## src/hdl/invadersPkg.sv

```systemverilog
`default_nettype none

package invadersPkg;

	// playfield
	localparam int SCREEN_WIDTH = 160;
	localparam int SCREEN_HEIGHT = 120;

	typedef logic [7:0] xCoord_t;
	typedef logic [6:0] yCoord_t;

	typedef struct packed {
		xCoord_t x;
		yCoord_t y;
	} objPos_t;

	// ship and bullet
	localparam int SHIP_WIDTH = 8;
	localparam int SHIP_START_X = 80;
	localparam int BULLET_START_Y = 113;
	localparam int BULLET_STEP = 2; // rows per frame

	typedef struct packed {
		logic    active;
		objPos_t pos;
	} shot_t;

	// enemies
	localparam int ENEMY_SIZE = 8;
	localparam int NUM_ENEMIES = 3;
	localparam xCoord_t ENEMY_START_X [NUM_ENEMIES] = '{8'd40, 8'd80, 8'd120};
	localparam yCoord_t ENEMY_START_Y [NUM_ENEMIES] = '{7'd10, 7'd25, 7'd40};

	// pseudo-random respawn column
	localparam int RESPAWN_MUL = 7;
	localparam int RESPAWN_ADD = 13;
	localparam int RESPAWN_MOD = 152;

	// top-level defaults, 50 MHz board clock
	localparam int FRAME_CYCLES_DEF = 833333; // ~60 Hz
	localparam int SECOND_FRAMES_DEF = 60;
	localparam int TIME_LIMIT_DEF = 40;
	localparam int WIN_SCORE_DEF = 15;

	// PS/2 set 2 scan codes
	typedef enum logic [7:0] {
		scA     = 8'h1C,
		scD     = 8'h23,
		scP     = 8'h4D,
		scSpace = 8'h29,
		scBreak = 8'hF0
	} scanCode_t;

	typedef struct packed {
		logic left;
		logic right;
		logic fire;
		logic start;
	} keyState_t;

	typedef enum logic [1:0] {ksIdle, ksMake, ksBreak} keyFsm_t;

	typedef enum logic [1:0] {phIdle, phPlay, phWon, phLost} gamePhase_t;

	typedef logic [5:0] score_t;
	typedef logic [5:0] seconds_t;

	// active low, bit 0 is segment a
	typedef logic [6:0] seg7_t;

	localparam seg7_t SEG_DIGITS [10] = '{
		7'b1000000, 7'b1111001, 7'b0100100, 7'b0110000, 7'b0011001,
		7'b0010010, 7'b0000010, 7'b1111000, 7'b0000000, 7'b0010000
	};

	localparam seg7_t SEG_BLANK = 7'b1111111;
	localparam seg7_t SEG_A = 7'b0001000;
	localparam seg7_t SEG_C = 7'b1000110;
	localparam seg7_t SEG_E = 7'b0000110;
	localparam seg7_t SEG_D = 7'b0100001; // lower case d
	localparam seg7_t SEG_I = 7'b1001111;

endpackage

`default_nettype wire
```

## src/hdl/spaceInvaders.sv

```systemverilog
`default_nettype none

module spaceInvaders import invadersPkg::*; #(
	parameter int FRAME_CYCLES = FRAME_CYCLES_DEF,
	parameter int SECOND_FRAMES = SECOND_FRAMES_DEF,
	parameter int TIME_LIMIT = TIME_LIMIT_DEF,
	parameter int WIN_SCORE = WIN_SCORE_DEF
) (
	input  wire        CLOCK_50,
	input  wire        arstN,
	input  wire  [7:0] scanByte,
	input  wire        scanValid,
	output logic [6:0] HEX0,
	output logic [6:0] HEX1,
	output logic [6:0] HEX2,
	output logic [6:0] HEX3,
	output logic [6:0] HEX4,
	output logic [6:0] HEX5,
	output logic [9:0] LEDR
);

	keyState_t              keys;
	logic                   frameTick;
	gamePhase_t             phase;
	seconds_t               seconds;
	shot_t                  shot;
	logic                   shotHit;
	logic [NUM_ENEMIES-1:0] hitFlags;
	score_t                 score;
	logic                   winReached;
	seg7_t                  hexSeg [6];

	keyDecoder u_keyDecoder (.CLOCK_50, .arstN, .scanByte(scanCode_t'(scanByte)), .scanValid,
		.keys);

	roundControl #(.FRAME_CYCLES(FRAME_CYCLES), .SECOND_FRAMES(SECOND_FRAMES),
		.TIME_LIMIT(TIME_LIMIT)) u_roundControl (.CLOCK_50, .arstN, .keys, .winReached,
		.frameTick, .phase, .seconds);

	// ship column only feeds the bullet launch here
	shipBullet u_shipBullet (.CLOCK_50, .arstN, .frameTick, .phase, .keys, .shotHit, .shipX(),
		.shot);

	enemyField #(.WIN_SCORE(WIN_SCORE)) u_enemyField (.CLOCK_50, .arstN, .frameTick, .phase,
		.shot, .hitFlags, .shotHit, .score, .winReached);

	statusDisplay u_statusDisplay (.phase, .score, .seconds, .hex(hexSeg));

	assign {HEX5, HEX4, HEX3, HEX2, HEX1, HEX0} =
		{hexSeg[5], hexSeg[4], hexSeg[3], hexSeg[2], hexSeg[1], hexSeg[0]};

	// enemy 0 on LEDR9, key flags on the low four
	assign LEDR = {hitFlags[0], hitFlags[1], hitFlags[2], 3'b000, keys};

endmodule

`default_nettype wire

```

## src/hdl/statusDisplay.sv

```systemverilog
`default_nettype none

module statusDisplay import invadersPkg::*; (
	input  wire gamePhase_t phase,
	input  wire score_t     score,
	input  wire seconds_t   seconds,
	output seg7_t           hex [6]
);

	seg7_t scoreTens, scoreUnits;
	seg7_t secTens, secUnits;

	// both counts stay below 64, so tens is at most 6
	assign scoreTens = SEG_DIGITS[int'(score) / 10];
	assign scoreUnits = SEG_DIGITS[int'(score) % 10];
	assign secTens = SEG_DIGITS[int'(seconds) / 10];
	assign secUnits = SEG_DIGITS[int'(seconds) % 10];

	always_comb begin
		hex[0] = scoreUnits;
		hex[1] = scoreTens;
		case (phase)
			phWon: begin // ACEd
				hex[5] = SEG_A;
				hex[4] = SEG_C;
				hex[3] = SEG_E;
				hex[2] = SEG_D;
			end
			phLost: begin // dIE
				hex[5] = SEG_D;
				hex[4] = SEG_I;
				hex[3] = SEG_E;
				hex[2] = SEG_BLANK;
			end
			default: begin
				hex[5] = SEG_BLANK;
				hex[4] = SEG_BLANK;
				hex[3] = secTens;
				hex[2] = secUnits;
			end
		endcase
	end

endmodule

`default_nettype wire

```

## src/hdl/enemyField.sv

```systemverilog
`default_nettype none

module enemyField import invadersPkg::*; #(
	parameter int WIN_SCORE = WIN_SCORE_DEF
) (
	input  wire                    CLOCK_50,
	input  wire                    arstN,
	input  wire                    frameTick,
	input  wire  gamePhase_t       phase,
	input  wire  shot_t            shot,
	output logic [NUM_ENEMIES-1:0] hitFlags,
	output logic                   shotHit,
	output score_t                 score,
	output logic                   winReached
);

	objPos_t                enemy [NUM_ENEMIES];
	logic [NUM_ENEMIES-1:0] inBox;
	logic [NUM_ENEMIES-1:0] hitSel; // lowest numbered box only
	logic                   update;

	function automatic xCoord_t respawnX(input xCoord_t x);
		return xCoord_t'((int'(x) * RESPAWN_MUL + RESPAWN_ADD) % RESPAWN_MOD);
	endfunction

	always_comb begin
		for (int i = 0; i < NUM_ENEMIES; i++) begin
			inBox[i] = shot.active
				&& shot.pos.x >= enemy[i].x && shot.pos.x < enemy[i].x + ENEMY_SIZE
				&& shot.pos.y >= enemy[i].y && shot.pos.y < enemy[i].y + ENEMY_SIZE;
		end
	end

	assign hitSel = inBox & (~inBox + 1'b1);
	assign shotHit = |inBox;
	assign winReached = (score == score_t'(WIN_SCORE));
	assign update = frameTick && phase == phPlay;

	always_ff @(posedge CLOCK_50 or negedge arstN) begin
		if (!arstN) begin
			for (int i = 0; i < NUM_ENEMIES; i++) begin
				enemy[i].x <= ENEMY_START_X[i];
				enemy[i].y <= ENEMY_START_Y[i];
			end
			hitFlags <= '0;
			score <= '0;
		end else if (update) begin
			for (int i = 0; i < NUM_ENEMIES; i++) begin
				// shot down or off the bottom, back to the top row
				if (hitSel[i] || enemy[i].y >= SCREEN_HEIGHT) begin
					enemy[i].x <= respawnX(enemy[i].x);
					enemy[i].y <= '0;
				end else begin
					enemy[i].y <= enemy[i].y + 1'b1;
				end
			end
			hitFlags <= hitSel; // held for one frame
			if (|hitSel && !winReached)
				score <= score + 1'b1;
		end
	end

	oneHit: assert property (@(posedge CLOCK_50) disable iff (!arstN)
		$onehot0(hitFlags))
		else $error("more than one enemy hit in a frame");

endmodule

`default_nettype wire

```

## src/hdl/shipBullet.sv

```systemverilog
`default_nettype none

module shipBullet import invadersPkg::*; (
	input  wire              CLOCK_50,
	input  wire              arstN,
	input  wire              frameTick,
	input  wire  gamePhase_t phase,
	input  wire  keyState_t  keys,
	input  wire              shotHit,
	output xCoord_t          shipX,
	output shot_t            shot
);

	logic update;

	assign update = frameTick && phase == phPlay;

	// ship column, right wins over left
	always_ff @(posedge CLOCK_50 or negedge arstN) begin
		if (!arstN) begin
			shipX <= xCoord_t'(SHIP_START_X);
		end else if (update) begin
			if (keys.right && shipX < SCREEN_WIDTH - SHIP_WIDTH)
				shipX <= shipX + 1'b1;
			else if (keys.left && shipX > 0)
				shipX <= shipX - 1'b1;
		end
	end

	// one bullet in flight at most
	always_ff @(posedge CLOCK_50 or negedge arstN) begin
		if (!arstN) begin
			shot.active <= 1'b0;
			shot.pos.x <= xCoord_t'(SHIP_START_X);
			shot.pos.y <= yCoord_t'(BULLET_START_Y);
		end else if (update) begin
			if (shot.active) begin
				if (shotHit || shot.pos.y < 2)
					shot.active <= 1'b0;
				else
					shot.pos.y <= shot.pos.y - yCoord_t'(BULLET_STEP);
			end else if (keys.fire) begin
				shot.active <= 1'b1;
				shot.pos.x <= shipX; // column before this frame's move
				shot.pos.y <= yCoord_t'(BULLET_START_Y);
			end
		end
	end

endmodule

`default_nettype wire

```

## src/hdl/roundControl.sv

```systemverilog
`default_nettype none

module roundControl import invadersPkg::*; #(
	parameter int FRAME_CYCLES = FRAME_CYCLES_DEF,
	parameter int SECOND_FRAMES = SECOND_FRAMES_DEF,
	parameter int TIME_LIMIT = TIME_LIMIT_DEF
) (
	input  wire             CLOCK_50,
	input  wire             arstN,
	input  wire  keyState_t keys,
	input  wire             winReached,
	output logic            frameTick,
	output gamePhase_t      phase,
	output seconds_t        seconds
);

	localparam int FRAME_W = $clog2(FRAME_CYCLES + 1);
	localparam int SEC_W = $clog2(SECOND_FRAMES + 1);

	logic [FRAME_W-1:0] frameCnt;
	logic [SEC_W-1:0]   tickCnt; // frames into the current second

	assign frameTick = (frameCnt == FRAME_W'(FRAME_CYCLES - 1));

	// free running frame divider
	always_ff @(posedge CLOCK_50 or negedge arstN) begin
		if (!arstN)
			frameCnt <= '0;
		else if (frameTick)
			frameCnt <= '0;
		else
			frameCnt <= frameCnt + 1'b1;
	end

	always_ff @(posedge CLOCK_50 or negedge arstN) begin
		if (!arstN) begin
			tickCnt <= '0;
			seconds <= '0;
		end else if (frameTick && phase == phPlay) begin
			if (tickCnt == SEC_W'(SECOND_FRAMES - 1)) begin
				tickCnt <= '0;
				seconds <= seconds + 1'b1;
			end else begin
				tickCnt <= tickCnt + 1'b1;
			end
		end
	end

	always_ff @(posedge CLOCK_50 or negedge arstN) begin
		if (!arstN) begin
			phase <= phIdle;
		end else begin
			case (phase)
				phIdle: if (keys.start) phase <= phPlay;
				phPlay: begin
					if (winReached)
						phase <= phWon; // a win beats the clock
					else if (seconds == seconds_t'(TIME_LIMIT))
						phase <= phLost;
				end
				default: ; // won and lost wait for reset
			endcase
		end
	end

	endSticky: assert property (@(posedge CLOCK_50) disable iff (!arstN)
		(phase inside {phWon, phLost}) |=> $stable(phase))
		else $error("round left its end phase without reset");

endmodule

`default_nettype wire

```

## src/hdl/keyDecoder.sv

```systemverilog
`default_nettype none

module keyDecoder import invadersPkg::*; (
	input  wire             CLOCK_50,
	input  wire             arstN,
	input  wire  scanCode_t scanByte,
	input  wire             scanValid,
	output keyState_t       keys
);

	keyFsm_t   state;
	keyState_t codeMask; // which flag this byte names, zero if unknown

	always_comb begin
		codeMask = '0;
		case (scanByte)
			scA:     codeMask.left = 1'b1;
			scD:     codeMask.right = 1'b1;
			scP:     codeMask.fire = 1'b1;
			scSpace: codeMask.start = 1'b1;
			default: ;
		endcase
	end

	always_ff @(posedge CLOCK_50 or negedge arstN) begin
		if (!arstN) begin
			state <= ksIdle;
			keys <= '0;
		end else if (scanValid) begin
			case (state)
				ksIdle: begin
					if (|codeMask) begin
						keys <= keys | codeMask; // make code
						state <= ksMake;
					end
				end
				ksMake: begin
					if (scanByte == scBreak)
						state <= ksBreak;
				end
				ksBreak: begin
					// release clears only the named key
					if (|codeMask) begin
						keys <= keys & ~codeMask;
						state <= ksIdle;
					end
				end
				default: state <= ksIdle;
			endcase
		end
	end

	stateLegal: assert property (@(posedge CLOCK_50) disable iff (!arstN)
		state inside {ksIdle, ksMake, ksBreak})
		else $error("keyDecoder state out of range");

endmodule

`default_nettype wire

```

## config.mk

```make
export PLATFORM = sky130hd
export DESIGN_NAME = spaceInvaders
export DESIGN_NICKNAME = d
export VERILOG_FILES = /design/src/hdl/invadersPkg.sv /design/src/hdl/spaceInvaders.sv /design/src/hdl/statusDisplay.sv /design/src/hdl/enemyField.sv /design/src/hdl/shipBullet.sv /design/src/hdl/roundControl.sv /design/src/hdl/keyDecoder.sv
export SDC_FILE = /design/constraint.sdc
export NUM_CORES = 1
export LEC_CHECK = 0
export ABC_AREA = 1
export BUFFER_PORTS_ARGS = -buffer_cell sky130_fd_sc_hd__buf_2
export CELL_PAD_IN_SITES_DETAIL_PLACEMENT = 1
export CELL_PAD_IN_SITES_GLOBAL_PLACEMENT = 1
export CORE_ASPECT_RATIO = 0.8
export CORE_UTILIZATION = 42
export CTS_CLUSTER_DIAMETER = 50
export DETAILED_ROUTE_END_ITERATION = 8
export GPL_TIMING_DRIVEN = 0
export PLACE_DENSITY = 0.86
export SETUP_SLACK_MARGIN = 0.1
export SLEW_MARGIN = 0
export SYNTH_ARGS = -nofsm -noshare
export SYNTH_HDL_FRONTEND = slang
export SYNTH_SLANG_ARGS = --single-unit
```

## constraint.sdc

```tcl
create_clock -name CLOCK_50 -period 5.1 [get_ports CLOCK_50]
set_clock_uncertainty 0.05 [all_clocks]
set_input_delay 1.02 -clock CLOCK_50 [delete_from_list [all_inputs] [get_ports CLOCK_50]]
set_output_delay 1.02 -clock CLOCK_50 [all_outputs]
set_load 0.1 [all_outputs]
```

# After elaboration in Yosys (flattened, before gate mapping)
# Memories as Yosys holds them, arrays and structs flattened.
# Index checks and enable logic that the tools add are counted.
dict set report totals {
  memories 4
  latch_bits 0
  out_inout_bits 52
  inputBits 11
  register_bits 118
  ramBits 0
  rom_bits 448
  elab_cells 184
}
# memory depth width rd rd_ports_with_merged_regs wr line_no
set mem_list {}
lappend mem_list {{(no name shown)} 16 7 1 0 0 statusDisplay.sv:14} ;# assign scoreTens = SEG_DIGITS[int'(score) / 10];
lappend mem_list {{(no name shown)} 16 7 1 0 0 statusDisplay.sv:17} ;# assign secUnits = SEG_DIGITS[int'(seconds) % 10];
lappend mem_list {{(no name shown)} 16 7 1 0 0 statusDisplay.sv:15} ;# assign scoreUnits = SEG_DIGITS[int'(score) % 10];
lappend mem_list {{(no name shown)} 16 7 1 0 0 statusDisplay.sv:16} ;# assign secTens = SEG_DIGITS[int'(seconds) / 10];
dict set report classes {
  mux 36
  n_shift 0
  n_addsub 20
  div 7
  n_eq_ne 20
  n_bitwise 10
  order_cmp 22
  n_reduce_logical 41
  n_mul 3
}
# op count
set op_table {}
lappend op_table {{$ge 32x5->1 const B} 4}
lappend op_table {{$not 32->32} 4}
lappend op_table {{$add 32x5->32 const B} 3}
lappend op_table {{$lt 7x32->1} 3}
lappend op_table {{$lt 8x32->1} 3}
lappend op_table {{$mod 32x9->32 const B} 3}
lappend op_table {{$mux 7} 13}
lappend op_table {{$div 7x5->32 const B} 2}
lappend op_table {{$mod 7x5->32 const B} 2}
lappend op_table {{$pmux 28 s2} 1}
lappend op_table {{$mul 8x3->11 const B} 3}
lappend op_table {{$add 8x4->9 const B} 3}
lappend op_table {{$add 7x4->8 const B} 3}
lappend op_table {{$ge 8x8->1} 3}
lappend op_table {{$add 7x1->7 const B} 3}
lappend op_table {{$ge 7x7->1} 3}
lappend op_table {{$ge 7x7->1 const B} 3}
lappend op_table {{$add 20x1->20 const B} 1}
lappend op_table {{$eq 20x20->1 const B} 1}
lappend op_table {{$mux 20} 1}
lappend op_table {{$add 6x1->6 const B} 3}
lappend op_table {{$eq 8x6->1 const B} 2}
lappend op_table {{$logic_and 1x1->1} 16}
lappend op_table {{$mux 16} 1}
lappend op_table {{40 further kinds} 75}

# Longest topological paths before layout
# Gate-level depths: netlist of run 1.
dict set report logic_depth {
  ltp_word 11
  ltp_mapped 42
  ltp_nobuf 42
}

# Cells and area by module
# A second synthesis of run 1 with hierarchy kept.
dict set report hier_totals {
  hier_cells 2140
  hier_area_um2 14843.0
}
# mod seq_area_each_um2 cells_each instances area_per_inst_um2
set modules_own_cells {}
lappend modules_own_cells {enemyField 1370.1 1361 1 9512.9}
lappend modules_own_cells {roundControl 850.8 281 1 2067.0}
lappend modules_own_cells {shipBullet 610.6 182 1 1448.9}
lappend modules_own_cells {statusDisplay 0.0 241 1 1346.3}
lappend modules_own_cells {keyDecoder 150.1 71 1 441.7}
lappend modules_own_cells {spaceInvaders 0.0 4 1 26.3}

# Worst setup path before layout of run 1
# No wires, ideal clock.
dict set report synth_timing {
  path_type {reg-to-output}
  start {register u_roundControl.seconds[4]}
  end {output HEX2[4]}
  path_stages_with_launch 20
  slack_ns -1.306
  path_buffers 0
  t_required_ns 4.030
  arrival_ns 5.336
  path_cell_list {dfrtp_1 inv_1 nand2_1 ha_1 o21ai_0 inv_1 nor2_1 o21ai_0 nor2_1 inv_1 nand2_1 nand2_1 o31ai_1 inv_1 nor3_2 xor2_1 inv_1 ha_1 and3_1 o31ai_1}
}
dict set report synth_between {
  elab_chain_cells 6
}
# element line_no
set synth_lines {}
lappend synth_lines {{start, declared} roundControl.sv:14} ;# output seconds_t seconds
lappend synth_lines {{start signal, assigned} roundControl.sv:42} ;# seconds <= seconds + 1'b1;
lappend synth_lines {{$mod 7x5->32} statusDisplay.sv:17}
lappend synth_lines {{$not 32->32 (not written as such)} statusDisplay.sv:17}
lappend synth_lines {{$mem_v2 16x7} -}
lappend synth_lines {{$mux 7 (not written as such) (2 in series)} statusDisplay.sv:17}
lappend synth_lines {{$pmux 28 s2} statusDisplay.sv:22} ;# case (phase)
lappend synth_lines {{end, declared} spaceInvaders.sv:15} ;# output logic [6:0] HEX2,
# Every way passes these cells. The select of a mux whose other input is x is not followed.

# Worst setup path in the final report of run 1
dict set report layout_timing {
  start {register u_enemyField.enemy[7] (netlist bit)}
  end {register u_enemyField.enemy[12] (netlist bit)}
}
dict set report layout_between {
  elab_chain_cells 10
  elab_cells_between_ends 15
  cone_classes {add/sub: 3; mul: 1; div: 1; order compare: 2; bitwise: 2; reduce/logical: 6}
}
# element line_no
set layout_lines {}
lappend layout_lines {{start, declared} enemyField.sv:17} ;# objPos_t enemy [NUM_ENEMIES];
lappend layout_lines {{parallel branches: the longest is 10 deep, another holds $add 32x5->32} -}
# Several ways; the timed one is not identified.
# A chain may end at the register's enable or synchronous reset.

==> results of run 1 <==
[cell usage after synthesis, types with 3 or more instances]
master and count:
nor2_2 12, nand2_1 482, ha_1 171, a21oi_1 80, a31oi_1 5, or2_2 12, buf_4 14, dfrtp_1 95
a21oi_4 4, dfstp_2 23, clkinv_1 3, o2111ai_1 3, o211ai_1 10, nor3b_1 4, nor3_1 28, inv_1 327
nand3b_1 4, o21ai_1 6, a211oi_1 7, nand3_2 19, o22ai_1 4, nand3_1 145, o31ai_1 6, fa_1 25
clkbuf_1 6, nand4_1 40, a21oi_2 3, nor2_4 4, o21bai_1 12, a41oi_1 3, xnor2_1 14, xor2_1 56
o21ai_0 92, nor2_1 152, mux2_2 3, nand4_2 3, nor4_1 12, inv_2 33, nand2_2 53, nand2_4 9
[path summary, 6_finish.rpt]
path                                       startpoint                          to  depth (start not counted)
setup / recovery                u_enemyField.enemy[7]      u_enemyField.enemy[12]                         38
setup reg to reg                u_enemyField.enemy[7]      u_enemyField.enemy[12]                         38
hold / removal             u_roundControl.frameCnt[0]  u_roundControl.frameCnt[0]                          1
max in group asynchronous                       arstN      u_enemyField.enemy[13]                          2
hold reg to reg            u_roundControl.frameCnt[0]  u_roundControl.frameCnt[0]                          1
min in group asynchronous                       arstN  u_roundControl.frameCnt[1]                          1
[metrics by stage]
step           setup slack (ns)  cells
2_1_floorplan           -0.8549   2012
3_3_place_gp            -0.4802   2495
3_5_place_dp            -0.6708   2496
4_1_cts                 -0.2337   2616
5_1_grt                 -0.7138   2653
6_report                -0.5243   2653
[power groups by stage]
stage | logic (uW) | clock network, uW | registers [uW]
2_1_floorplan | 60.7 | 0 | 981
3_3_place_gp | 101 | 0 | 976
3_5_place_dp | 110 | 0 | 978
4_1_cts | 111 | 1320 | 961
5_1_grt | 121 | 1370 | 963
6_report | 110 | 1340 | 961
[final cells by class]
type | instances | area [sq um]
Sequential cell | 118 | 3002
Inverter | 363 | 1381
Tap cell | 427 | 534.3
Buffer | 21 | 138.9
Fill cell | 4070 | 14570
Multi-Input combinational cell | 1510 | 10820
Timing Repair Buffer | 182 | 1408
Clock buffer | 18 | 439.2
Clock inverter | 14 | 190.2
[logic make-up after synthesis]
kind of cell / Yosys count / share of synthesized area
simple gates: 986 / 0.3302
compound gates: 246 / 0.1044
buf+inv: 384 / 0.1083
flops: 118 / 0.2151
other cells: 2 / 0.0005418
mux: 3 / 0.002437
fa+ha+maj: 196 / 0.1905
xor+xnor: 73 / 0.04857
[state kept, by name, indices dropped and copies added (netlist names), named ones only]
register / count
u_enemyField.enemy: 45
u_enemyField.hitFlags: 3
u_enemyField.score: 6
u_keyDecoder.state: 2
u_roundControl.frameCnt: 20
u_roundControl.phase: 2
u_roundControl.seconds: 6
u_roundControl.tickCnt: 6
u_shipBullet.shipX: 8
u_shipBullet.shot: 16
[per-layer routing]
metal / wire length [um] / global-route usage
met4: 1552 / 0.07677
met3: 1778 / 0.03098
met5: 0 / 0
met2: 26510 / 0.5051
met1: 20950 / 0.3259
[timing repair]
action | in CTS | in global routing
hold endpoints to repair | 0 | 0
pin swaps | 120 | 119
endpoints found under the setup margin | 42 | 42
buffers inserted | 88 | 37
gates resized for setup | 234 | 168
==> summary.md, run 1 <==
| Metric | Value |
|---|---|
| Hold buffer count at cts | 0 |
| Post-synth EDFFs | 0 |
| Gpl congestion | 0.8581 |
| Combinational power share | 0.046 |
| DRT Pass-1 Iters | 7 |
| Max incr delay on CP | 0.55 ns |
| Total GRT Usage | 0.2708 |
| Area post-placement | 14870 sq um |
| Mapped Area | 13860 sq um |
| Share of cells above drive strength 1 | 0.2987 |
| Highest clock rate | 177.8 MHz |
| Grt ovf | 0 |
| Bufs on Longest Clock Path | 2 |
| Finished Core Util | 0.5514 |
| Most common cell after layout, fill and taps aside | nand2_1 |
| RSZ-0062 raised after global routing | yes |
| Total negative setup slack | -5.560 ns |
| Largest net degree at the start of global routing | 76 |
| Synth unique cells | 58 |
| Slew Limit Fails | 0 |
| Most used DFF post-synth | dfrtp_1 |
| Yosys top cell area share | 0.1715 |
| Total design power | 2407 uW |
| Cell Pwr Density | 134.4 nW/um^2 |
| Seq cells post-synth | 118 |
| Drc violations | 0 |
| Total clock buffers created by CTS | 17 |
| CP max stage cell | fa_1 |
| Reported net switching power | 636.4 uW |
| Relative slew slack | 0.3816 |
| Switching share of power | 0.2644 |
| I/O Pins | 63 |
| Fin area | 17910 sq um |
| Buffer and inverter count on the worst path | 6 |
| Startpoint types | flip-flop |
| Seq/Total Area, Yosys | 0.2151 |
| Synth Area per Inst | 6.903 sq um |
| Row Count | 59 |
| Initial Utilization | 0.4267 |
| Vias | 14750 |
| Port Buffers | 56 |
| First-pass GRT wire length | 74.78 mm |
| Die area | 33740 sq um |
| Internal Power | 1771 uW |
| Routed wire length | 50.79 mm |
| Post-DP HPWL | 29.97 mm |
| Vias per cell | 5.559 |
| Die height | 164.5 um |
| Leakage | 0.009395 uW |
| Clock transition at the registers of the reported paths | 0.07 ns |
| Antenna Cells | 0 |
| Syn Inst Count | 2008 |
| Core ar. | 32480 sq um |
| CP Capture Type | flip-flop |
| Peak VDD IR | 0.2333 mV |
| CP max FO | 6 |
| Cell accounting for the most synthesized area | dfrtp_1 |
| Worst hold slack | 0.4174 ns |
| Async SR Flop Fraction | 1.000 |
| Critical path type | reg2reg |
| Clock Tree Root | clkbuf_16 |
| Most frequent cells in the layout | nand2_1, inv_1, ha_1, buf_4, nor2_1 |
| Layout area overhead | 29.21% |
| Die W | 205.1 um |
| Worst-Skew Late Latency | 0.45 ns |
| Register-to-Register Setup Slack | -0.52 ns |
| Run status | finished, violations left |
| Sequential Power Share | 0.399 |
| Htree depth | 4 |
| Nets | 2420 |
| Largest cells by area after synthesis | dfrtp_1, ha_1, nand2_1, inv_1, nand3_1 |
| Clk sinks | 118 |
| Setup ws final | -0.5243 ns |
| TritonCTS clock tree | yes |
| Slew at the pin closest to its max-slew limit | 0.9242 ns |
| Post-DRT Antenna Nets | 0 |
| Final setup viols | 23 |
| Initial DRC Count | 856 |
| Initial antenna violation count | 0 |
| Failing checks | negative setup slack |
| Req. time, crit path | 5.43 ns |
| CP arrival | 5.95 ns |
| Fin. Hold Viols | 0 |
| Number of global-route vias before repair | 15240 |
| DR WL/cell | 19.14 um |
| Top Family by Delay on Critical Path | simple AND/OR/NAND/NOR gates |
| Min Clock Period, post-route | 5.624 ns |
| Max-capacitance violation count | 0 |
| Clock share of power | 0.555 |
| Share of the cycle needed by the critical path after routing | 1.103 |
| Ys Warns | 0 |
| Worst min-delay path class | reg2reg |
Note: power is estimated with default switching activity, not from simulation.
==> run 2: changes to the inputs <==
CORE_UTILIZATION = 25   (was 42)
PLACE_DENSITY = not set   (was 0.86)
PLACE_DENSITY_LB_ADDON = 0.08   (was not set)
==> run 2 against run 1 <==
  * Final cell count up 13%
  * Flip-flop and latch count stayed put
  * The flow still finishes with violations (negative setup slack)
  * Cell area up 3.6%
  * Clock power fell by 11%
==> summary.md, run 2 (synthesis gave the netlist of run 1 again) <==
| Metric | Value |
|---|---|
| Htree depth | 4 (unchanged) |
| CP max stage cell | fa_1 |
| Failing checks | negative setup slack |
| Grt ovf | 0 (unchanged) |
| Fin. Hold Viols | 0 (unchanged) |
| Vias per cell | 4.493 (-19%) |
| Min Clock Period, post-route | 5.335 ns (-0.2892 ns) |
| Total design power | 2265 uW (-5.9%) |
| DR WL/cell | 14.54 um (-24%) |
| Most common cell after layout, fill and taps aside | nand2_1 |
| Layout area overhead | 33.87% |
| Antenna Cells | 0 (unchanged) |
| Max FFs per register | 45 (unchanged) |
| CP max FO | 6 (unchanged) |
| Worst hold slack | 0.4150 ns (-0.002397 ns) |
| Highest clock rate | 187.4 MHz (+5.4%) |
| Initial DRC Count | 462 (-46%) |
| RSZ-0062 raised after global routing | yes |
| Fill cells | 6648 (+63%) |
| Worst-Skew Late Latency | 0.44 ns (about the same) |
| Die height | 212.6 um (+29%) |
| Nets | 2440 (+0.83%) |
| Req. time, crit path | 5.37 ns (-0.06 ns) |
| I/O Pins | 63 (unchanged) |
| Startpoint types | flip-flop |
| Critical path type | reg2reg |
| Biggest regs | u_enemyField.enemy x45, u_roundControl.frameCnt x20, u_shipBullet.shot x16 |
| Routed wire length | 43.43 mm (-14%) |
| Die area | 56390 sq um (+67%) |
| Relative slew slack | 0.3363 (-0.04533) |
| Drc violations | 0 (unchanged) |
| Worst min-delay path class | reg2reg |
| Number of global-route vias before repair | 14000 (-8.1%) |
| Max incr delay on CP | 0.54 ns (about the same) |
| CP arrival | 5.60 ns (-0.35 ns) |
| Most Frequent Cell on Critical Path | nand2_4 |
| Most frequent cells in the layout | nand2_1, inv_1, buf_4, ha_1, nor2_1 |
| Row Count | 76 (+29%) |
| Post-DRT Antenna Nets | 0 (unchanged) |
| Clk sinks | 118 (unchanged) |
| Gpl congestion | 0.7604 (-11%) |
| Largest net degree at the start of global routing | 61 (-20%) |
| Total GRT Usage | 0.1570 (-0.1138) |
| Total clock buffers created by CTS | 17 (unchanged) |
| Setup ws final | -0.2351 ns (+0.2892 ns) |
| Cells after DPL | 2810 (+13%) |
| Clock Tree Root | clkbuf_16 |
| Final setup viols | 15 (-35%) |
| Post-route insts no fill | 2987 (+13%) |
| Bufs on Longest Clock Path | 2 (unchanged) |
| Share of the cycle needed by the critical path after routing | 1.046 (-0.05670) |
| CP Capture Type | flip-flop |
| Hold buffer count at cts | 0 (unchanged) |
| Initial Utilization | 0.2553 (-0.1715) |
| Max-capacitance violation count | 0 (unchanged) |
| Die W | 265.3 um (+29%) |
| Cell Pwr Density | 122.1 nW/um^2 (-9.2%) |
| First-pass GRT wire length | 71.86 mm (-3.9%) |
| Clock transition at the registers of the reported paths | 0.06 ns (about the same) |
| Post-DP HPWL | 32.99 mm (+10%) |
| Biggest register | u_enemyField.enemy |
| Core ar. | 54300 sq um (+67%) |
| Slew Limit Fails | 0 (unchanged) |
| Leakage | 0.009517 uW (+1.3%) |
| TritonCTS clock tree | yes |
| DRT Pass-1 Iters | 4 (-3) |
| Slew at the pin closest to its max-slew limit | 0.9919 ns (+0.06775 ns) |
| Peak VDD IR | 0.1997 mV (-14%) |
| Vias | 13420 (-9.0%) |
| Run status | finished, violations left |
| Port Buffers | 56 (unchanged) |
| Initial antenna violation count | 0 (unchanged) |
| Share of cells above drive strength 1 | 0.3152 (+0.01648) |
## run 2: cell types whose count changed in the layout (fill, tap and decap cells not counted), sizes merged
cell / change
bufinv: -1
clkinvlp: +3
inv: -5
buf: +25
clkinv: +3
clkbuf: -5
## run 2: what timing repair did
| item | 4_1_cts | 5_1_grt |
|---|---|---|
| setup endpoints to repair | 43 | 40 |
| pin swaps | 127 | 136 |
| setup buffers | 98 | 47 |
| gates resized for setup | 285 | 146 |
| gates cloned | 0 | 0 |
## run 2: metrics by stage
stage | setup TNS [ns] | setup WS [ns] | utilization | cell area [sq um]
2_1_floorplan | -1.459 | -0.8549 | - | 14020
3_3_place_gp | -12.78 | -0.7586 | 0.2805 | 15230
3_5_place_dp | -14.31 | -0.8176 | 0.2811 | 15260
4_1_cts | -2.499 | -0.2245 | 0.3249 | 17640
5_1_grt | -7.561 | -0.6345 | 0.3417 | 18560
6_report | -2.385 | -0.2351 | 0.3417 | 18560
## run 2: worst paths after layout
check / start / endpoint / slack (ns) / cells past startpoint
worst min register to register: u_roundControl.frameCnt[0] / u_roundControl.frameCnt[0] / 0.42 / 1
min in group asynchronous: arstN / u_roundControl.frameCnt[1] / 0.52 / 1
worst min-delay path: u_roundControl.frameCnt[0] / u_roundControl.frameCnt[0] / 0.42 / 1
max in group asynchronous: arstN / u_enemyField.enemy[28] / 3.67 / 2
worst max register to register: u_enemyField.enemy[22] / u_enemyField.enemy[27] / -0.24 / 34
worst max-delay path: u_enemyField.enemy[22] / u_enemyField.enemy[27] / -0.24 / 34
## run 2: routing by layer
| metal | vias to the layer above | track usage | part of all wire |
|---|---|---|---|
| met4 | 0 | 0.02970 | 0.0085 |
| li1 | 6893 | - | - |
| met3 | 24 | 0.01911 | 0.014 |
| met2 | 78 | 0.2547 | 0.45 |
| met1 | 6426 | 0.2235 | 0.53 |
| met5 | - | 0 | 0 |
## run 2: where the power goes
part / switching, uW / internal [uW] / total (uW)
combinational: 83.1 / 25.7 / 109
clock: 481 / 712 / 1190
sequential: 14.2 / 949 / 963
## run 2: area by class of cell
cell class | count | area [sq um] | share of cell area
multi-input combinational | 1510 | 10990 | 0.5925
sequential | 118 | 3004 | 0.1619
timing repair buffer | 202 | 1548 | 0.08341
inverter | 363 | 1376 | 0.07417
tap | 741 | 927.1 | 0.04997
clock buffer | 18 | 429.2 | 0.02313
buffer | 21 | 138.9 | 0.007485
clock inverter | 14 | 137.6 | 0.007417
## run 2: worst max-delay path: cells and delay by family (launching register included)
kind / cells / cell delay (ns)
AO/OA/AOI/OAI: 3 / 0.69
adder cells (fa/ha/maj): 4 / 1.38
buffers and inverters: 6 / 0.60
flip-flops: 1 / 0.42
AND/OR/NAND/NOR: 21 / 2.06
==> run 3: changes to the inputs <==
BUFFER_PORTS_ARGS = not set   (was -buffer_cell sky130_fd_sc_hd__buf_2)
DONT_BUFFER_PORTS = 1   (was not set)
==> run 3 against run 2 <==
  * The flow still finishes with violations (negative setup slack)
  * Count of clock-buffer cells in the layout increased by 1
  * Hold slack lost 0.19 ns
  * Combinational power decreased by 36%
  * Flip-flop and latch count unchanged
  * Final cell count down 1.2%
  * Global-route usage down 0.10 points
  * Fmax rose by 0.23%
  * Sequential share of layout area is essentially flat
  * Core utilization about the same
  * Clock power rose by 9%
  * Critical path type unchanged
  * Critical endpoint is now u_enemyField.enemy[26]
  * Largest power group unchanged
  * Highest routed layer unchanged
==> summary.md, run 3 (synthesis gave the netlist of run 1 again) <==
| Metric | Value |
|---|---|
| Run status | finished, violations left |
| Failing checks | negative setup slack |
| Core ar. | 54300 sq um (unchanged) |
| Area taken by multi-input logic gates | 11130 sq um (+1.3%) |
| Clock Tree Root | clkbuf_16 |
| Post-DP HPWL | 32.49 mm (-1.5%) |
| Final setup viols | 15 (unchanged) |
| Most Frequent Cell on Critical Path | nand2_4 |
| Initial Utilization | 0.2553 (unchanged) |
| Gpl congestion | 0.7414 (-2.5%) |
| Relative slew slack | 0.08762 (-0.2487) |
| Req. time, crit path | 5.43 ns (+0.06 ns) |
| Most frequent cells in the layout | nand2_1, inv_1, buf_4, ha_1, nor2_1 |
| Register-to-Register Setup Slack | -0.22 ns (about the same) |
| DR WL/cell | 14.50 um (-0.26%) |
| CP arrival | 5.65 ns (+0.05 ns) |
| Peak VDD IR | 0.1818 mV (-9.0%) |
| Biggest register | u_enemyField.enemy |
| Max-capacitance violation count | 0 (unchanged) |
| Number of global-route vias before repair | 14080 (+0.55%) |
| Leakage | 0.009383 uW (-1.4%) |
| Biggest regs | u_enemyField.enemy x45, u_roundControl.frameCnt x20, u_shipBullet.shot x16 |
| Fin. Hold Viols | 0 (unchanged) |
| Reg area | 3005 sq um (about the same) |
| Max incr delay on CP | 0.53 ns (about the same) |
| Post-DRT Antenna Nets | 0 (unchanged) |
| Share of cells above drive strength 1 | 0.3072 (-0.007987) |
| Slew Limit Fails | 0 (unchanged) |
| RSZ-0062 raised after global routing | yes |
| Setup ws final | -0.2227 ns (+0.01237 ns) |
| Vias per cell | 4.530 (+0.82%) |
| Most common cell after layout, fill and taps aside | nand2_1 |
| Htree depth | 4 (unchanged) |
| Share of the cycle needed by the critical path after routing | 1.044 (-0.002426) |
| Initial DRC Count | 386 (-16%) |
| Highest clock rate | 187.9 MHz (+0.23%) |
| Routed wire length | 42.81 mm (-1.4%) |
| Startpoint types | flip-flop |
| DRT Pass-1 Iters | 4 (unchanged) |
| Grt ovf | 0 (unchanged) |
| Clock transition at the registers of the reported paths | 0.06 ns (about the same) |
| Largest net degree at the start of global routing | 119 (+95%) |
| Total GRT Usage | 0.1560 (-0.001003) |
| Drc violations | 0 (unchanged) |
| Pre-CTS setup slack | -0.8802 ns (-0.06266 ns) |
| Slew at the pin closest to its max-slew limit | 1.365 ns (+0.3734 ns) |
| Min Clock Period, post-route | 5.323 ns (-0.01238 ns) |
| Fill cells | 6587 (-0.92%) |
| Initial antenna violation count | 1 (+1) |
| Cell Pwr Density | 126.4 nW/um^2 (+3.5%) |
| Finished Core Util | 0.3415 (about the same) |
| Nets | 2404 (-1.5%) |
| I/O Pins | 63 (unchanged) |
| R2r worst-path depth | 35 (+2.9%) |
| Row Count | 76 (unchanged) |
| Layout area overhead | 33.76% (about the same) |
| Die height | 212.6 um (unchanged) |
| Bufs on Longest Clock Path | 2 (unchanged) |
| Total clock buffers created by CTS | 17 (unchanged) |
| Worst min-delay path class | in2async |
| Clk sinks | 118 (unchanged) |
| Die W | 265.3 um (unchanged) |
| Critical path type | reg2reg |
| Max FFs per register | 45 (unchanged) |
| CP max FO | 6 (unchanged) |
| Port Buffers | 0 (-100%) |
| TritonCTS clock tree | yes |
| CP Capture Type | flip-flop |
| CP max stage cell | fa_1 |
| Worst-Skew Late Latency | 0.44 ns (about the same) |
| Vias | 13370 (-0.37%) |
| First-pass GRT wire length | 71.40 mm (-0.63%) |
| Die area | 56390 sq um (unchanged) |
run 3: changes by cell type in the layout (fill, tap and decap cells not counted), sizes merged:
cell / before / now
buf: 215 / 181
inv: 359 / 361
clkbuf: 26 / 25
clkinvlp: 5 / 3
clkinv: 11 / 9
bufinv: 2 / 3
diode: 0 / 1
run 3: power by group:
part / internal (uW) / switching, uW
clock network: 799 / 501
registers: 948 / 23.9
logic: 19.6 / 50.6
total: 1770 / 576
run 3: path summary, 6_finish.rpt:
path	from	to
max	u_enemyField.enemy[23]	u_enemyField.enemy[26]
min	arstN	u_roundControl.frameCnt[2]
max reg2reg	u_enemyField.enemy[23]	u_enemyField.enemy[26]
min reg2reg	u_roundControl.frameCnt[0]	u_roundControl.frameCnt[0]
max in group asynchronous	arstN	u_enemyField.enemy[5]
min in group CLOCK_50	u_roundControl.frameCnt[0]	u_roundControl.frameCnt[0]
run 3: area by class of cell:
type	count	share of cell area
diodes	1	0.0001350
plain buffers	21	0.007558
clock buffers	19	0.02443
clock inverters	13	0.009245
inverters	363	0.07518
multi-input cells	1510	0.6005
flip-flops and latches	118	0.1621
well taps	741	0.05001
repair buffers	166	0.07086
run 3: routing by layer:
layer / track usage / vias to the layer above / part of all wire
li1: - / 6825 / -
met2: 0.2533 / 89 / 0.45
met4: 0.03229 / 0 / 0.0096
met5: 0 / - / 0
met3: 0.02340 / 25 / 0.028
met1: 0.2182 / 6433 / 0.51
run 3: timing repair:
action | 4_1_cts | 5_1_grt
setup endpoints to repair | 43 | 41
resized for setup | 269 | 152
pin swaps | 125 | 111
hold buffers | 0 | 0
setup buffers | 124 | 44
run 3: critical path, delay by kind of cell (launching register included):
kind	cells	cell delay (ns)
AND/OR/NAND/NOR	21	1.88
adder cells (fa/ha/maj)	4	1.39
AO/OA/AOI/OAI	4	0.86
buffers and inverters	5	0.49
flip-flops	1	0.45
XOR/XNOR	1	0.14
run 3: through the flow:
stage,cells,cell area (sq um),total power [uW],hold WS [ns],TNS [ns]
2_1_floorplan,2012,14020,1042,0.3822,-1.459
4_1_cts,2907,17540,2383,0.1883,-2.550
3_3_place_gp,2753,14950,1058,0.4102,-19.83
3_5_place_dp,2753,14980,1060,0.4286,-18.75
5_1_grt,2951,18540,2436,0.1927,-7.680
6_report,2952,18540,2343,0.2273,-1.676
